## config.mk

```make
export PLATFORM = sky130hd
export DESIGN_NAME = tpc_top
export DESIGN_NICKNAME = d
export VERILOG_FILES = /design/src/tpc_pkg.sv /design/src/tpc_fifo.sv /design/src/tpc_request.sv /design/src/tpc_tlp_builder.sv /design/src/tpc_top.sv
export SDC_FILE = /design/constraint.sdc
export NUM_CORES = 2
export LEC_CHECK = 0
export BUFFER_PORTS_ARGS = -buffer_cell sky130_fd_sc_hd__buf_4
export CAP_MARGIN = 20
export CORE_MARGIN = 8
export CORE_UTILIZATION = 47
export CTS_CLUSTER_DIAMETER = 40
export CTS_CLUSTER_SIZE = 40
export DETAILED_ROUTE_END_ITERATION = 10
export HOLD_SLACK_MARGIN = 0.1
export PLACE_DENSITY_LB_ADDON = 0.15
export SKIP_CTS_REPAIR_TIMING = 1
export SYNTH_ARGS = -nofsm -noshare
export SYNTH_HDL_FRONTEND = slang
export SYNTH_MEMORY_MAX_BITS = 65536
export SYNTH_SLANG_ARGS = --single-unit
```

## constraint.sdc

```tcl
create_clock -name clock -period 7.05 [get_ports clock]
set_input_delay 0 -clock clock [delete_from_list [all_inputs] [get_ports clock]]
set_output_delay 0 -clock clock [all_outputs]
set_load 0.005 [all_outputs]
```

## src/tpc_pkg.sv

```systemverilog
/*
 * tpc shared definitions
 * widths for addresses, lengths and beats, memory-write header words
 * and the dword byte swap used on every data dword
 */
package tpc_pkg;

   localparam int FIFO_DEPTH_LOG2_DEF = 6;   // 64 word buffer by default
   localparam int CHUNK_WORDS = 16;          // 128 bytes per tlp
   localparam int TLP_BEATS = 18;            // header beats plus data

   typedef logic [60:0] qaddr_t;    // host address, 8 byte units
   typedef logic [31:0] qcount_t;   // length, 8 byte words
   typedef logic [63:0] qword_t;    // producer word / tx beat
   typedef logic [15:0] req_id_t;   // bus/dev/fn
   typedef logic [FIFO_DEPTH_LOG2_DEF:0] level_t;  // one extra bit for full

   // dword0 holds fmt in [31:29], type 0 and length 32 dwords
   localparam logic [31:0] HDR_MWR32 = 32'h4000_0020;  // fmt 2, 3dw
   localparam logic [31:0] HDR_MWR64 = 32'h6000_0020;  // fmt 3, 4dw

   // last be in [7:4], first be in [3:0]
   localparam logic [7:0] BE_FULL = 8'hff;

   // pcie payload is little endian per dword
   function automatic logic [31:0] endian_swap(input logic [31:0] x);
      return {x[7:0], x[15:8], x[23:16], x[31:24]};
   endfunction

endpackage

```

## src/tpc_fifo.sv

```systemverilog
/*
 * tpc data buffer
 * synchronous first-word-fall-through ram fifo for producer words,
 * registered fill level for the builder's start check
 */
`timescale 1ns/1ps

module tpc_fifo #(
   parameter int FIFO_DEPTH_LOG2 = tpc_pkg::FIFO_DEPTH_LOG2_DEF
) (
   input  logic                     clock,
   input  logic                     reset,
   // producer side
   input  logic                     i_data_valid,
   input  tpc_pkg::qword_t          i_data,
   output logic                     o_data_ready,
   // builder side
   input  logic                     i_rd_en,
   output tpc_pkg::qword_t          o_rd_data,
   output logic [FIFO_DEPTH_LOG2:0] o_level
);
   import tpc_pkg::*;

   localparam int DEPTH = 1 << FIFO_DEPTH_LOG2;
   localparam logic [FIFO_DEPTH_LOG2:0] FULL_LEVEL = (FIFO_DEPTH_LOG2 + 1)'(DEPTH);

   qword_t                     mem [DEPTH];
   logic [FIFO_DEPTH_LOG2-1:0] wr_ptr;
   logic [FIFO_DEPTH_LOG2-1:0] rd_ptr;
   logic                       push;
   logic                       pop;

   assign o_data_ready = o_level != FULL_LEVEL;
   assign push = i_data_valid && o_data_ready;
   assign pop = i_rd_en && (o_level != '0);   // read on empty is dropped

   // head word always visible
   assign o_rd_data = mem[rd_ptr];

   always_ff @(posedge clock)
   begin
      if (push)
         mem[wr_ptr] <= i_data;
   end

   always_ff @(posedge clock)
   begin
      if (reset)
      begin
         wr_ptr <= '0;
         rd_ptr <= '0;
         o_level <= '0;
      end
      else
      begin
         if (push)
            wr_ptr <= wr_ptr + 1'b1;
         if (pop)
            rd_ptr <= rd_ptr + 1'b1;
         // level follows push/pop one cycle later
         if (push && !pop)
            o_level <= o_level + 1'b1;
         else if (pop && !push)
            o_level <= o_level - 1'b1;
      end
   end

endmodule

```

## src/tpc_request.sv

```systemverilog
/*
 * tpc request stage
 * small circular descriptor queue, the head descriptor is cut into
 * 16 word chunks which are offered to the tlp builder
 */
`timescale 1ns/1ps

module tpc_request #(
   parameter int QUEUE_DEPTH = 4
) (
   input  logic             clock,
   input  logic             reset,
   // descriptors in
   input  logic             i_req_valid,
   input  tpc_pkg::qaddr_t  i_req_addr,    // 8 byte units
   input  tpc_pkg::qcount_t i_req_count,   // 8 byte words, multiple of 16
   input  logic             i_req_abort,
   output logic             o_req_ready,
   // chunks out
   output logic             o_chunk_valid,
   output tpc_pkg::qaddr_t  o_chunk_addr,
   input  logic             i_chunk_ready
);
   import tpc_pkg::*;

   localparam int PTR_W = $clog2(QUEUE_DEPTH);
   localparam logic [PTR_W:0] FULL_LEVEL = (PTR_W + 1)'(QUEUE_DEPTH);

   qaddr_t           q_addr  [QUEUE_DEPTH];
   qcount_t          q_count [QUEUE_DEPTH];
   logic [PTR_W-1:0] wr_ptr;
   logic [PTR_W-1:0] rd_ptr;
   logic [PTR_W:0]   used;         // entries held
   qcount_t          done_words;   // words already chunked from the head
   qcount_t          head_left;
   logic             push;
   logic             pop;
   logic             chunk_take;
   logic             head_done;

   // abort blocks both sides for the cycle it clears the queue
   assign o_req_ready = (used != FULL_LEVEL) && !i_req_abort;
   assign push = i_req_valid && o_req_ready;

   assign head_left = q_count[rd_ptr] - done_words;
   assign head_done = head_left <= qcount_t'(CHUNK_WORDS);  // last chunk of descriptor

   assign o_chunk_valid = (used != '0) && !i_req_abort;
   assign o_chunk_addr = q_addr[rd_ptr] + qaddr_t'(done_words);
   assign chunk_take = o_chunk_valid && i_chunk_ready;
   assign pop = chunk_take && head_done;   // retire head

   // descriptor storage
   always_ff @(posedge clock)
   begin
      if (push)
      begin
         q_addr[wr_ptr] <= i_req_addr;
         q_count[wr_ptr] <= i_req_count;
      end
   end

   always_ff @(posedge clock)
   begin
      if (reset || i_req_abort)
      begin
         wr_ptr <= '0;
         rd_ptr <= '0;
         used <= '0;
         done_words <= '0;
      end
      else
      begin
         if (push)
            wr_ptr <= wr_ptr + 1'b1;   // depth is a power of 2, wraps
         if (pop)
         begin
            rd_ptr <= rd_ptr + 1'b1;
            done_words <= '0;
         end
         else if (chunk_take)
            done_words <= done_words + qcount_t'(CHUNK_WORDS);  // walk up 128 bytes
         if (push && !pop)
            used <= used + 1'b1;
         else if (pop && !push)
            used <= used - 1'b1;
      end
   end

endmodule

```

## src/tpc_tlp_builder.sv

```systemverilog
/*
 * tpc memory-write tlp builder
 * one 18 beat posted write per 16 word chunk, 3dw or 4dw header
 * by address, byte swapped payload packed across the header seam
 */
`timescale 1ns/1ps

module tpc_tlp_builder #(
   parameter int FIFO_DEPTH_LOG2 = tpc_pkg::FIFO_DEPTH_LOG2_DEF
) (
   input  logic                     clock,
   input  logic                     reset,
   input  tpc_pkg::req_id_t         i_req_id,
   // chunk from request stage
   input  logic                     i_chunk_valid,
   input  tpc_pkg::qaddr_t          i_chunk_addr,
   output logic                     o_chunk_ready,
   // buffer
   input  logic [FIFO_DEPTH_LOG2:0] i_level,
   input  tpc_pkg::qword_t          i_rd_data,
   output logic                     o_rd_en,
   // tx stream
   output logic                     o_tx_valid,
   output tpc_pkg::qword_t          o_tx_data,
   output logic                     o_tx_last,
   input  logic                     i_tx_ready,
   // status
   output logic                     o_word_sent
);
   import tpc_pkg::*;

   // state names the beat currently on the output
   typedef enum logic [1:0] {
      ST_IDLE,
      ST_HEADER,    // beat 0
      ST_ADDRESS,   // beat 1
      ST_DATA       // beats 2..17
   } state_t;

   localparam level_t START_LEVEL = level_t'(CHUNK_WORDS);  // whole chunk buffered
   localparam logic [4:0] LAST_BEAT = 5'(TLP_BEATS - 1);

   state_t      state;
   logic [4:0]  beat_cnt;      // index of beat on o_tx_data
   logic        is_32;         // latched at start
   qaddr_t      addr_q;
   logic [31:0] held;          // spare swapped dword, 3dw packing
   logic        start;
   logic        advance;       // output beat taken this cycle
   logic        chunk_is_32;
   logic [31:0] addr_lo;       // byte address dwords
   logic [31:0] addr_hi;
   logic [31:0] rd_lo_sw;
   logic [31:0] rd_hi_sw;
   qword_t      next_beat;

   assign o_chunk_ready = (state == ST_IDLE) && (i_level >= START_LEVEL);
   assign start = o_chunk_ready && i_chunk_valid;
   assign advance = o_tx_valid && i_tx_ready;

   assign chunk_is_32 = i_chunk_addr[60:29] == '0;   // byte address < 4 GB
   assign addr_lo = {addr_q[28:0], 3'b000};
   assign addr_hi = addr_q[60:29];
   assign rd_lo_sw = endian_swap(i_rd_data[31:0]);
   assign rd_hi_sw = endian_swap(i_rd_data[63:32]);

   // one data word per beat from beat 2 on, either format
   assign o_word_sent = advance && (state == ST_DATA);

   // pop only when the beat being loaded eats a new word, 16 per tlp
   always_comb
   begin
      o_rd_en = 1'b0;
      if (advance)
      begin
         case (state)
            ST_HEADER:  o_rd_en = is_32;   // word 0 shares the address beat in 3dw
            ST_ADDRESS: o_rd_en = 1'b1;
            ST_DATA:
            begin
               if (beat_cnt == LAST_BEAT)
                  o_rd_en = 1'b0;
               else if (is_32 && (beat_cnt == LAST_BEAT - 5'd1))
                  o_rd_en = 1'b0;   // beat 17 only drains held
               else
                  o_rd_en = 1'b1;
            end
            default:    o_rd_en = 1'b0;
         endcase
      end
   end

   // beat that follows the one on the output
   always_comb
   begin
      next_beat = {rd_hi_sw, rd_lo_sw};   // 4dw data, one word per beat
      if (state == ST_HEADER)
      begin
         if (is_32)
            next_beat = {rd_lo_sw, addr_lo};
         else
            next_beat = {addr_lo, addr_hi};   // address high dword first
      end
      else if (is_32)
      begin
         if (beat_cnt == LAST_BEAT - 5'd1)
            next_beat = {32'h0, held};   // last dword, zero pad
         else
            next_beat = {rd_lo_sw, held};   // shifted by one dword
      end
   end

   always_ff @(posedge clock)
   begin
      if (reset)
      begin
         state <= ST_IDLE;
         beat_cnt <= '0;
         o_tx_valid <= 1'b0;
         o_tx_last <= 1'b0;
      end
      else
      begin
         case (state)
            ST_IDLE:
            begin
               if (start)
               begin
                  state <= ST_HEADER;
                  beat_cnt <= '0;
                  o_tx_valid <= 1'b1;
               end
            end
            ST_HEADER:
            begin
               if (advance)
               begin
                  state <= ST_ADDRESS;
                  beat_cnt <= 5'd1;
               end
            end
            ST_ADDRESS:
            begin
               if (advance)
               begin
                  state <= ST_DATA;
                  beat_cnt <= 5'd2;
               end
            end
            default:
            begin
               if (advance)
               begin
                  if (beat_cnt == LAST_BEAT)
                  begin
                     state <= ST_IDLE;   // next tlp may start now
                     beat_cnt <= '0;
                     o_tx_valid <= 1'b0;
                     o_tx_last <= 1'b0;
                  end
                  else
                  begin
                     beat_cnt <= beat_cnt + 5'd1;
                     o_tx_last <= beat_cnt == LAST_BEAT - 5'd1;
                  end
               end
            end
         endcase
      end
   end

   // beat data, held while ready is low
   always_ff @(posedge clock)
   begin
      if (start)
      begin
         is_32 <= chunk_is_32;
         addr_q <= i_chunk_addr;
         // dword1 = req id, tag 0, byte enables
         o_tx_data <= {i_req_id, 8'h00, BE_FULL, chunk_is_32 ? HDR_MWR32 : HDR_MWR64};
      end
      else if (advance)
      begin
         o_tx_data <= next_beat;
         if (o_rd_en)
            held <= rd_hi_sw;   // carried to next beat's low half
      end
   end

endmodule

```

## src/tpc_top.sv

```systemverilog
/*
 * tpc dma write engine top
 * request stage, data buffer and tlp builder on one clock,
 * plus the running count of payload bytes sent
 */
`timescale 1ns/1ps

module tpc_top #(
   parameter int FIFO_DEPTH_LOG2 = tpc_pkg::FIFO_DEPTH_LOG2_DEF,
   parameter int QUEUE_DEPTH = 4   // 2 or 4 descriptors
) (
   input  logic             clock,
   input  logic             reset,
   input  tpc_pkg::req_id_t i_req_id,
   output logic [31:0]      o_status,      // bytes sent
   // descriptors
   input  logic             i_req_valid,
   input  tpc_pkg::qaddr_t  i_req_addr,
   input  tpc_pkg::qcount_t i_req_count,
   input  logic             i_req_abort,
   output logic             o_req_ready,
   // producer
   input  logic             i_data_valid,
   input  tpc_pkg::qword_t  i_data,
   output logic             o_data_ready,
   // tx stream
   output logic             o_tx_valid,
   output tpc_pkg::qword_t  o_tx_data,
   output logic             o_tx_last,
   input  logic             i_tx_ready
);
   import tpc_pkg::*;

   logic                     chunk_valid;
   logic                     chunk_ready;
   qaddr_t                   chunk_addr;
   qword_t                   rd_data;
   logic [FIFO_DEPTH_LOG2:0] level;
   logic                     rd_en;
   logic                     word_sent;
   logic [31:0]              status_q;

   tpc_request #(
      .QUEUE_DEPTH(QUEUE_DEPTH)
   ) tpc_request_i (
      .clock         (clock),
      .reset         (reset),
      .i_req_valid   (i_req_valid),
      .i_req_addr    (i_req_addr),
      .i_req_count   (i_req_count),
      .i_req_abort   (i_req_abort),
      .o_req_ready   (o_req_ready),
      .o_chunk_valid (chunk_valid),
      .o_chunk_addr  (chunk_addr),
      .i_chunk_ready (chunk_ready)
   );

   tpc_fifo #(
      .FIFO_DEPTH_LOG2(FIFO_DEPTH_LOG2)
   ) tpc_fifo_i (
      .clock        (clock),
      .reset        (reset),
      .i_data_valid (i_data_valid),
      .i_data       (i_data),
      .o_data_ready (o_data_ready),
      .i_rd_en      (rd_en),
      .o_rd_data    (rd_data),
      .o_level      (level)
   );

   tpc_tlp_builder #(
      .FIFO_DEPTH_LOG2(FIFO_DEPTH_LOG2)
   ) tpc_tlp_builder_i (
      .clock         (clock),
      .reset         (reset),
      .i_req_id      (i_req_id),
      .i_chunk_valid (chunk_valid),
      .i_chunk_addr  (chunk_addr),
      .o_chunk_ready (chunk_ready),
      .i_level       (level),
      .i_rd_data     (rd_data),
      .o_rd_en       (rd_en),
      .o_tx_valid    (o_tx_valid),
      .o_tx_data     (o_tx_data),
      .o_tx_last     (o_tx_last),
      .i_tx_ready    (i_tx_ready),
      .o_word_sent   (word_sent)
   );

   // 8 bytes per data word taken downstream
   always_ff @(posedge clock)
   begin
      if (reset)
         status_q <= '0;
      else if (word_sent)
         status_q <= status_q + 32'd8;
   end

   assign o_status = status_q;

endmodule
```

==> impl_metrics.tcl <==
set metrics [dict create \
    synthAdderAreaFrac_pct 0.575 \
    antenna_found_initial 46 \
    grtUsageMet1_pct 35.8 \
    synth_seq_cells 4726 \
    synth_area_leaders "edfxtp_1, mux4_2, dfxtp_1" \
    dpl_cell_area_mm2 0.194 \
    synth_top_family_by_area "multiplexers" \
    synth_area_per_cell_um2 23.2 \
    yosys_warnings 0 \
    grt-busiest-layer "met2" \
    cts-buffers-inserted 579 \
    fillers 28486 \
    fin_ws_ps 970 \
    worstPathCellList "mux4_2 > ha_1 > nand4_1 > o21bai_1 > a31oi_1 > o21ai_1 > a32oi_1 > o211ai_1 > nor4_1 > nand4_1 > ha_1 > xor2_1 > nor2_1 > dlygate4sd3_1" \
    layout_commonest_cell "edfxtp_1" \
    hold_class "input pin to flop" \
    finalHoldViolCount 0 \
    wl_per_cell_um 36.0 \
    cts.clk_slew.worst_paths_ps 60 \
    yosysSeqAreaShare_pct 76.6 \
    nets 9210 \
    ys_types 83 \
    yosysTopAreaCell "edfxtp_1" \
    pin_count 279 \
    final_cell_mix "edfxtp_1, mux4_2, clkbuf_16" \
    layout-drive-gt1-share_pct 32.3 \
    synthArstFlopShare_pct 0 \
    setup_tns_ps 0 \
    finalCriticalPeriod_ps 6080 \
    setup.worst_path.class "flop to flop" \
    endpoint_kind "flop" \
    grt_use_met3_pct 5.10 \
    drt_iter0_markers 11879 \
    power_density_mw_per_mm2 295 \
    grt_pass1_wl_um 722000 \
    vias_per_cell 6.29 \
    slew_headroom_pct 24.0 \
    detail_route.wirelength_um 528000 \
    p_leak_nw 66.9 \
    maxCapViolations 0 \
    gp_congestion 0.889 \
    ir_drop_uv 275 \
    synth_mux_area_share_pct 18.1 \
    cp_slowest_stage_delay_ps 950 \
    postSynthCellCount 7939 \
    die_area_mm2 0.411 \
    dp_hpwl_um 278000 \
    synth-compound-area-share_pct 1.28 \
    grtUsageTotal_pct 25.0 \
    insertion_delay_ps 1020 \
    grt_pass1_vias 90533 \
    power_mw 64.2 \
    syn-cell-area_mm2 0.184 \
    rsz0062_at_grt "false" \
    synthSimpleGateAreaFrac_pct 1.78 \
    num_rows 229 \
    cp.arrival_ps 6980 \
    critical_path_peak_fanout 41 \
    grt_max_degree 91 \
    cts_root_buf "clkbuf_16" \
    portBuffers 275 \
    tightest_slew_ps 1140 \
    cts.sinks 4726 \
    skew_ps 42.6 \
    met2_usage_pct 39.7 \
    route.detailed.drc 0 \
    synthXorXnorAreaFrac_pct 0.658 \
    fin_crit_sh_pct 86.2 \
    synth_edf_count 4610 \
    start_util_pct 47.2 \
    overflow 0 \
    cp.required_ps 7950 \
    cts_tree "built" \
    h-tree-depth 6 \
    start_kind "flop" \
    clockBufferDepth 4 \
    die_w_um 641 \
    ant_nets 0 \
    die_h_um 641 \
    status "complete, no violations" \
    synth_flop_cell "edfxtp_1" \
    core_mm2 0.389 \
    pre_cts_slack_ps 916 \
    num_vias 92164 \
    maxClockFrequency_mhz 164 \
    setup_violations 0 \
    area_growth_syn_to_layout_pct 18.4 \
    drv_slew 0 \
    design_area_mm2 0.218 \
    critical_path.slowest_cell "dfxtp_4" \
    synth_top_area_share_pct 75.3 \
    first_pass_iters 5 \
]
path summary, 6_finish.rpt:
kind                                                   from                           to  slack [ps]  cells past startpoint
worst max-delay path                                   flop        tpc_request_i.used[0]         970                     14
worst min-delay path                             i_data[12]        tpc_fifo_i.mem[6][12]         100                      2
worst max register to register                         flop        tpc_request_i.used[0]         970                     14
worst min register to register  tpc_tlp_builder_i.o_tx_last  tpc_tlp_builder_i.o_tx_last         470                      2
cell usage after synthesis (all sizes together) (31+ instances only):
| cell type | instances |
|---|---|
| nand2 | 159 |
| inv | 58 |
| mux2i | 31 |
| o21ai | 86 |
| nand4 | 36 |
| xor2 | 59 |
| buf | 151 |
| edfxtp | 4610 |
| a21oi | 126 |
| nor2b | 38 |
| xnor2 | 79 |
| nand3 | 46 |
| clkbuf | 244 |
| ha | 78 |
| nor2 | 233 |
| dfxtp | 116 |
| mux4 | 1462 |
where the power goes:
group / switching [mW] / internal (mW) / total [mW]
Sequential: 0.172 / 31.2 / 31.3
Combinational: 1.51 / 0.799 / 2.31
Clock: 12.3 / 18.3 / 30.6
routing by layer:
metal	part of all wire [%]	vias up	wire [um]
met3	9.2	796	48500
met4	2.8	26	14900
met2	48	4654	251000
li1	-	36163	-
met1	40	50525	213000
met5	0.034	-	178
final cells by class:
class	count	area [um^2]	area share (%)
sequential	4726	141000	64.7
multi-input combinational	2761	41700	19.1
clock inverter	431	5010	2.30
inverter	59	228	0.105
tap	5197	6500	2.99
clock buffer	638	15100	6.93
timing repair buffer	822	8340	3.83
antenna	23	57.6	0.0264
critical path: cells and delay by family, from the launching register on:
kind / cells / cell delay, ps
simple gates: 4 / 1100
xor+xnor: 1 / 150
mux: 1 / 620
flops: 1 / 950
fa+ha+maj: 2 / 960
compound gates: 5 / 1600
buf+inv: 1 / 560
state kept, by name, summed over array words and instances, names as in the netlist, 6 cells and up, named ones only:
| name | cells |
|---|---|
| o_status | 29 |
| tpc_tlp_builder_i.held | 32 |
| tpc_request_i.q_count | 128 |
| tpc_request_i.done_words | 28 |
| tpc_fifo_i.o_level | 7 |
| tpc_fifo_i.wr_ptr | 6 |
| tpc_fifo_i.mem | 4096 |
| tpc_request_i.q_addr | 244 |
| tpc_tlp_builder_i.addr_q | 61 |
| tpc_tlp_builder_i.o_tx_data | 64 |
| tpc_fifo_i.rd_ptr | 6 |
per-stage QoR:
step / util, % / hold WS [ps] / instances
6_report: 55.9 / 98.9 / 14657
3_5_place_dp: 49.8 / 206 / 13225
3_3_place_gp: 49.8 / 200 / 13221
4_1_cts: 55.0 / -898 / 14294
2_1_floorplan: - / 51.9 / 7941
5_1_grt: 55.9 / 101 / 14640
kinds of logic (layout without fill, tap and decap cells):
kind of cell / after synthesis / in the layout
buf+inv: 454 / 1950
flops: 4726 / 4726
fa+ha+maj: 82 / 82
compound gates: 372 / 372
mux: 1494 / 1494
other cells: 1 / 26
xor+xnor: 138 / 138
simple gates: 672 / 672
Note: power is estimated with default switching activity, not from simulation.
